==> config.mk <==
export PLATFORM = sky130hd
export DESIGN_NAME = beat_demux
export DESIGN_NICKNAME = d
export VERILOG_FILES = /design/src/hdl/dma_sched_pkg.sv /design/src/hdl/beat_demux.sv
export VERILOG_INCLUDE_DIRS = /design/src /design/src/hdl
export SDC_FILE = /design/constraint.sdc
export NUM_CORES = 1
export LEC_CHECK = 0
export ABC_AREA = 1
export BUFFER_PORTS_ARGS = -buffer_cell sky130_fd_sc_hd__buf_2
export CORE_UTILIZATION = 35
export DETAILED_ROUTE_END_ITERATION = 6
export GPL_ROUTABILITY_DRIVEN = 1
export PLACE_DENSITY = 0.81
export SYNTH_ARGS = -nofsm -noshare
export SYNTH_HDL_FRONTEND = slang
export SYNTH_SLANG_ARGS = --single-unit
==> constraint.sdc <==
create_clock -name aclk -period 1.4 [get_ports aclk]
set_input_delay 0.21 -clock aclk [delete_from_list [all_inputs] [get_ports aclk]]
set_output_delay 0.21 -clock aclk [all_outputs]
set_load 0.1 [all_outputs]
==> src/hdl/dma_sched_consts.svh <==
/*
 * Shared constants of the DMA request scheduler.
 * Included by the package and by every module that sizes ports or counters.
 */

`ifndef DMA_SCHED_CONSTS_SVH
`define DMA_SCHED_CONSTS_SVH

// Region count and index width
`define N_REGIONS      4
`define N_REGIONS_BITS 2

// Depth of each sequence queue
`define N_OUTSTANDING  8

// Bus and field widths
`define DATA_BITS      64
`define LEN_BITS       16
`define PID_BITS       6
`define DEST_BITS      4
`define ADDR_BITS      32

`endif
==> src/hdl/dma_sched_pkg.sv <==
/*
 * Types shared by the arbiter, the demultiplexer and the top level.
 * Modules import it by wildcard in the body and use scoped names in ports.
 */

`default_nettype none

`include "dma_sched_consts.svh"

package dma_sched_pkg;

  // Bytes per read beat as a shift amount
  localparam integer BEAT_LOG_BITS = $clog2(`DATA_BITS / 8);
  // Beat count width
  localparam integer BLEN_BITS = `LEN_BITS - BEAT_LOG_BITS;

  // One read request from a region
  typedef struct packed {
    logic [`ADDR_BITS-1:0] vaddr;
    logic [`LEN_BITS-1:0]  len;
    logic                  ctl;
    logic                  stream;
    logic [`DEST_BITS-1:0] dest;
    logic [`PID_BITS-1:0]  pid;
  } dma_req_t;

  // Completion back to a region
  typedef struct packed {
    logic                  done;
    logic [`PID_BITS-1:0]  pid;
    logic [`DEST_BITS-1:0] dest;
    logic                  stream;
  } dma_rsp_t;

  // Where the read beats of one request go
  typedef struct packed {
    logic                       ctl;
    logic [`N_REGIONS_BITS-1:0] vfid;
    logic [BLEN_BITS-1:0]       n_tr;
  } route_rec_t;

  // Who gets the done pulse of one ctl request
  typedef struct packed {
    logic                       stream;
    logic [`DEST_BITS-1:0]      dest;
    logic [`N_REGIONS_BITS-1:0] vfid;
    logic [`PID_BITS-1:0]       pid;
  } done_rec_t;

endpackage

`default_nettype wire

==> src/hdl/beat_demux.sv <==
/*
 * Read data demultiplexer.
 * Sends engine read beats to the region named by the head routing record,
 * marks the last beat of each request and then pops that record.
 */

`timescale 1ns/1ps
`default_nettype none

`include "dma_sched_consts.svh"

module beat_demux (
  input  logic                             aclk,
  input  logic                             aresetn,

  // Head of the routing queue
  input  logic                             route_valid,
  output logic                             route_ready,
  input  dma_sched_pkg::route_rec_t        route_rec,

  // Engine read data
  input  logic                             rd_valid,
  output logic                             rd_ready,
  input  logic [`DATA_BITS-1:0]            rd_data,

  // Region read data
  output logic [`N_REGIONS-1:0]            u_valid,
  input  logic [`N_REGIONS-1:0]            u_ready,
  output logic [`DATA_BITS-1:0]            u_data,
  output logic                             u_last
);

  import dma_sched_pkg::*;

  // Beats already passed for the head request
  logic [BLEN_BITS-1:0] beat_cnt;
  logic                 is_last;
  logic                 beat;

  // --------------------------------------------------------------------------
  // Data path
  // --------------------------------------------------------------------------

  // Data is shared, only valid is steered
  assign u_data = rd_data;

  // Addressed region only, and only with a record at the head
  always_comb begin
    u_valid                 = '0;
    u_valid[route_rec.vfid] = route_valid & rd_valid;
  end

  // Stall the engine on the addressed region
  assign rd_ready = route_valid & u_ready[route_rec.vfid];

  // One beat moves through
  assign beat = rd_valid & rd_ready;

  // --------------------------------------------------------------------------
  // Beat counting
  // --------------------------------------------------------------------------

  assign is_last = (beat_cnt == route_rec.n_tr);

  // Last beat flag to the region
  assign u_last = route_valid & is_last;

  // Record leaves with its final beat
  assign route_ready = beat & is_last;

  always_ff @(posedge aclk) begin
    if (!aresetn) begin
      beat_cnt <= '0;
    end else if (beat) begin
      if (is_last) begin
        // Next record starts from zero
        beat_cnt <= '0;
      end else begin
        beat_cnt <= beat_cnt + 1'b1;
      end
    end
  end

endmodule

`default_nettype wire

# --- Yosys cells after proc, flatten, opt, wreduce, memory -nomap -nowiden ---
# Index checks and enable logic that the tools add are counted.
word_totals:
  ff_bits: 13
  inputBits: 88
  output_inout_bits: 71
  word_cells: 17
op_classes:
  addsub: 1
  magnitude_cmp: 2
  eq_ne: 1
  n_mux: 5
  bitwise: 6
  reduce_logical: 1
op_table:
  columns: ["operator", "count"]
  rows:
  - ["adder 13 x 1 -> 13 bit, second input constant", 1]
  - ["equality test 13 bit", 1]
  - ["two-way mux 13 bit", 1]
  - ["bitwise AND 1 bit", 5]
  - ["bitwise AND 4 bit", 1]
  - ["< comparator 2 x 3 -> 1 bit, second input constant", 1]
  - ["binary-select mux 1 bit (select 2 bit)", 1]
  - ["demux 1 bit (select 2 bit)", 1]
  - ["greater-or-equal comparator 2 x 1 -> 1 bit, second input constant", 1]
  - ["two-way mux 1 bit", 2]
  - ["logical AND 1 bit", 1]

# --- Logic depth before layout (Yosys ltp) ---
logic_depth:
  word_depth: 5
  mapped_depth: 10
  mapped_depth_nobuf: 9

# --- Least setup slack after synthesis ---
# No wires, ideal clock.
synth_path:
  kind: "input to output"
  start: "input port route_valid"
  end: "output port u_valid[0]"
  t_arrival_ns: 2.384
  required_ns: 1.190
  path_slack_ns: -1.194
  cell_stages: 2
  path_buffers: 0
  path_cell_list: "nand2_1 nor3_1"
synth_via:
  elab_chain_cells: 2
synth_lines:
  columns: ["item", "line_no", "rtl"]
  rows:
  - ["from (decl)", "beat_demux.sv:17", "input logic route_valid,"]
  - ["bitwise AND 1 bit", "beat_demux.sv:50", "u_valid[route_rec.vfid] = route_valid & rd_valid;"]
  - ["bitwise AND 4 bit (no source line)", null, null]
  - ["to (decl)", "beat_demux.sv:27", "output logic [`N_REGIONS-1:0] u_valid,"]
# No other way between the ends.

# --- Worst setup path after layout ---
layout_path:
  start: "register beat_cnt[11]"
  end: "output port route_ready"
layout_via:
  elab_chain_cells: 2
layout_lines:
  columns: ["item", "line_no", "rtl"]
  rows:
  - ["from (decl)", "beat_demux.sv:36", "logic [BLEN_BITS-1:0] beat_cnt;"]
  - ["from (signal assigned)", "beat_demux.sv:79", "beat_cnt <= beat_cnt + 1'b1;"]
  - ["equality test 13 bit", "beat_demux.sv:63", "assign is_last = (beat_cnt == route_rec.n_tr);"]
  - ["bitwise AND 1 bit", "beat_demux.sv:69", "assign route_ready = beat & is_last;"]
  - ["to (decl)", "beat_demux.sv:18", "output logic route_ready,"]
# No other way between the ends.

==> out/qor.txt <==
P_sw - 0.000279 W
Setup Crit Path Kind - flop to primary output
placer congestion estimate - 0.807
RSZ-0062 raised after global routing - yes
slew of the pin with the lowest slew margin - 0.275 ns
post-route ant nets - 0
CTS Sinks - 13
DR DRC count - 0
Most flops, register - beat_cnt
R2R depth - 11
Ant. Diodes - 0
Leak - 0.781 nW
Initial Utilization - 37.0%
Hold Path Origin - aresetn
post-synthesis sequential area ratio - 17.3%
Syn Area/Cell - 6.36 um^2
min cycle time layout - 1.65 ns
maximum clock frequency - 607 MHz
H-tree levels - 1
failing checks - setup timing
share of power burned in registers - 39.5%
most frequent CP cell - nand2_1
Tot GR Track Use - 13.4%
share of cells above drive strength 1 - 43.7%
number of port buffers - 29
Final Instance Count excl. Fillers - 281
CTS tree - done
clock share of power - 36.5%
Syn Nets - 325
first-pass GRT wire length - 4.57 mm
critical path arrival - 1.44 ns
CP peak stage delay - 0.34 ns
Clock Tree Buf Depth - 2
Worst-Skew Late Latency - 0.25 ns
Mapped Cells - 236
maximum vdd drop - 0.000211 V
final slew viol count - 0
Synth Register Bits - 13
status - finished with violations
crit-path cells - inv_2, nand2_1, nand2_1, nor2_1, nand2_1, nor2_4, nand3_2, clkinvlp_4, buf_12
flop2flop setup slack - -0.06 ns
WHS Endpoint - beat_cnt[5]$_SDFFE_PN0P_
Worst slew margin - 81.5%
Largest register FFs - 13
crit path capture type - primary output
CTS clk-pin slew, worst paths - 0.06 ns
fin worst setup slack - -0.246 ns
internal power - 0.000669 W
Pre-antenna DRT Iters - 4
vias in the first global route - 1,137
overflow left after global routing - 0
critical path's slowest cell - dfxtp_2
CP Data Required Time - 1.19 ns
Final Hold Viols - 0
dpl hpwl - 2.32 mm
Final period util - 118%
drt wl/cell - 11.0 um
R2R Path Start - beat_cnt[11]$_SDFFE_PN0P_
via count - 1,289
die footprint - 4550 um^2
count of cell types in the netlist - 24
DP Cell Count - 272
Post-Syn Area - 1500 um^2
setup skew after layout - 0.00421 ns
max-cap viol count - 0
initial antenna violation count - 0
top flop regs - beat_cnt: 13 flops
WHS Path Cells - 3
Die H - 67.5 um
die outline width - 67.5 um
Synth Warn # - 0
delay-heaviest family, CP - simple AND/OR/NAND/NOR gates
via count normalized by instance count - 4.59
fin nets - 321
largest net degree at the start of global routing - 18
final wirelength - 3.08 mm
combinational power share - 24.0%
power density cells - 562 nW/um^2
# setup viols final - 4
P&R area growth vs syn - 12.4%
# IOs - 159
root buffer cell - clkbuf_8
Worst Setup Start Kind - flop
total power - 0.000948 W
cts bufs inserted - 3
CP max FO - 3
min-delay worst type - input port to flop
core area - 4060 um^2
Iter 0 DRT Violations - 19
sw frac - 29.4%
hold buffer count at cts - 0
R2R Path End - beat_cnt[6]$_SDFFE_PN0P_
crit path buf inv count - 3
standard-cell row count - 23
==> worst reg2reg max path: cells and delay by family (launching register included) <==
kind          cells  cell delay [ns]
buf+inv           3             0.37
simple gates      8             0.65
flops             1             0.34
==> worst max-delay path by stage <==
| stage | from | cells after the start | slack [ns] | endpoint |
|---|---|---|---|---|
| after CTS | beat_cnt[1]$_SDFFE_PN0P_ | 9 | -0.29 | u_last |
| after detailed placement | beat_cnt[1]$_SDFFE_PN0P_ | 9 | -0.10 | route_ready |
| after global placement | beat_cnt[1]$_SDFFE_PN0P_ | 9 | -0.05 | route_ready |
| after floorplan | route_valid | 2 | -0.38 | u_valid[0] |
| final | beat_cnt[11]$_SDFFE_PN0P_ | 9 | -0.25 | route_ready |
| after global routing | beat_cnt[8]$_SDFFE_PN0P_ | 9 | -0.35 | route_ready |
==> what timing repair did <==
item / in CTS / in global routing
gates cloned: 0 / 1
resized for setup: 9 / 5
setup buffers: 4 / 1
pin swaps: 9 / 4
setup endpoints to repair: 15 / 15
==> synthesized netlist by cell type <==
cell type | n | area [um^2]
nor3_1 | 5 | 25.0
nand3_2 | 2 | 20.0
nand4_1 | 3 | 18.8
inv_1 | 26 | 97.6
nor3_4 | 1 | 16.3
o21ai_1 | 1 | 5.00
dfxtp_1 | 13 | 260
nor2_4 | 2 | 22.5
o21ai_0 | 1 | 5.00
nor2_1 | 21 | 78.8
nand2_1 | 58 | 218
nand2_2 | 3 | 18.8
or2_0 | 1 | 6.26
xor2_1 | 4 | 35.0
nand3_1 | 15 | 75.1
o21bai_1 | 1 | 7.51
buf_6 | 2 | 22.5
nor3_2 | 1 | 10.0
inv_2 | 3 | 11.3
nor2_2 | 2 | 12.5
ha_1 | 1 | 12.5
buf_4 | 64 | 480
xnor2_1 | 3 | 26.3
a21oi_1 | 3 | 15.0
==> layout make-up <==
class	instances	area, um^2
fillers	403	2370
multi-input cells	129	726
repair buffers	56	465
flip-flops and latches	13	275
inverters	29	113
well taps	50	62.6
clock buffers	4	45.0
==> power groups by stage <==
stage / clock, W / combinational (W) / sequential [W]
final: 0.000346 / 0.000227 / 0.000375
after global routing: 0.000363 / 0.000246 / 0.000375
after CTS: 0.000350 / 0.000224 / 0.000375
after detailed placement: 0 / 0.000208 / 0.000383
after global placement: 0 / 0.000204 / 0.000383
after floorplan: 0 / 0.000984 / 0.000383
==> per-layer routing <==
layer	global-route usage [%]	up-vias	wire length, um
li1	-	647	-
met1	12.8	565	1170
met2	23.1	55	1510
met3	5.24	22	252
met4	10.1	0	159
met5	0	-	0
==> metrics by stage <==
step	hold slack, ns	setup TNS, ns	area [um^2]	utilization [%]	worst slack, ns
finish	0.303	-0.597	1690	41.6	-0.246
global route	0.315	-1.69	1690	41.6	-0.354
CTS	0.272	-0.701	1670	41.1	-0.288
detailed placement	0.421	-0.709	1550	38.2	-0.102
global placement	0.421	-0.0885	1550	38.2	-0.0544
floorplan	0.348	-1.73	1560	-	-0.381
==> layout by cell type (no fill, tap or decap), types with 5 or more instances in the layout <==
| cell | instances |
|---|---|
| inv_1 | 20 |
| nor2_1 | 17 |
| buf_2 | 22 |
| buf_12 | 8 |
| nor2_4 | 5 |
| nand2_1 | 57 |
| nor3_2 | 5 |
| nand3_1 | 14 |
| inv_2 | 8 |
| buf_4 | 26 |
| dfxtp_2 | 9 |
==> cells by family after synthesis <==
kind of cell | Yosys count | share of synthesized area (%)
XOR/XNOR | 7 | 4.09
adder cells (fa/ha/maj) | 1 | 0.834
buffers and inverters | 95 | 40.8
AND/OR/NAND/NOR | 114 | 34.8
flip-flops | 13 | 17.3
AO/OA/AOI/OAI | 6 | 2.17
No activity file was read; power rests on OpenSTA's default activity.
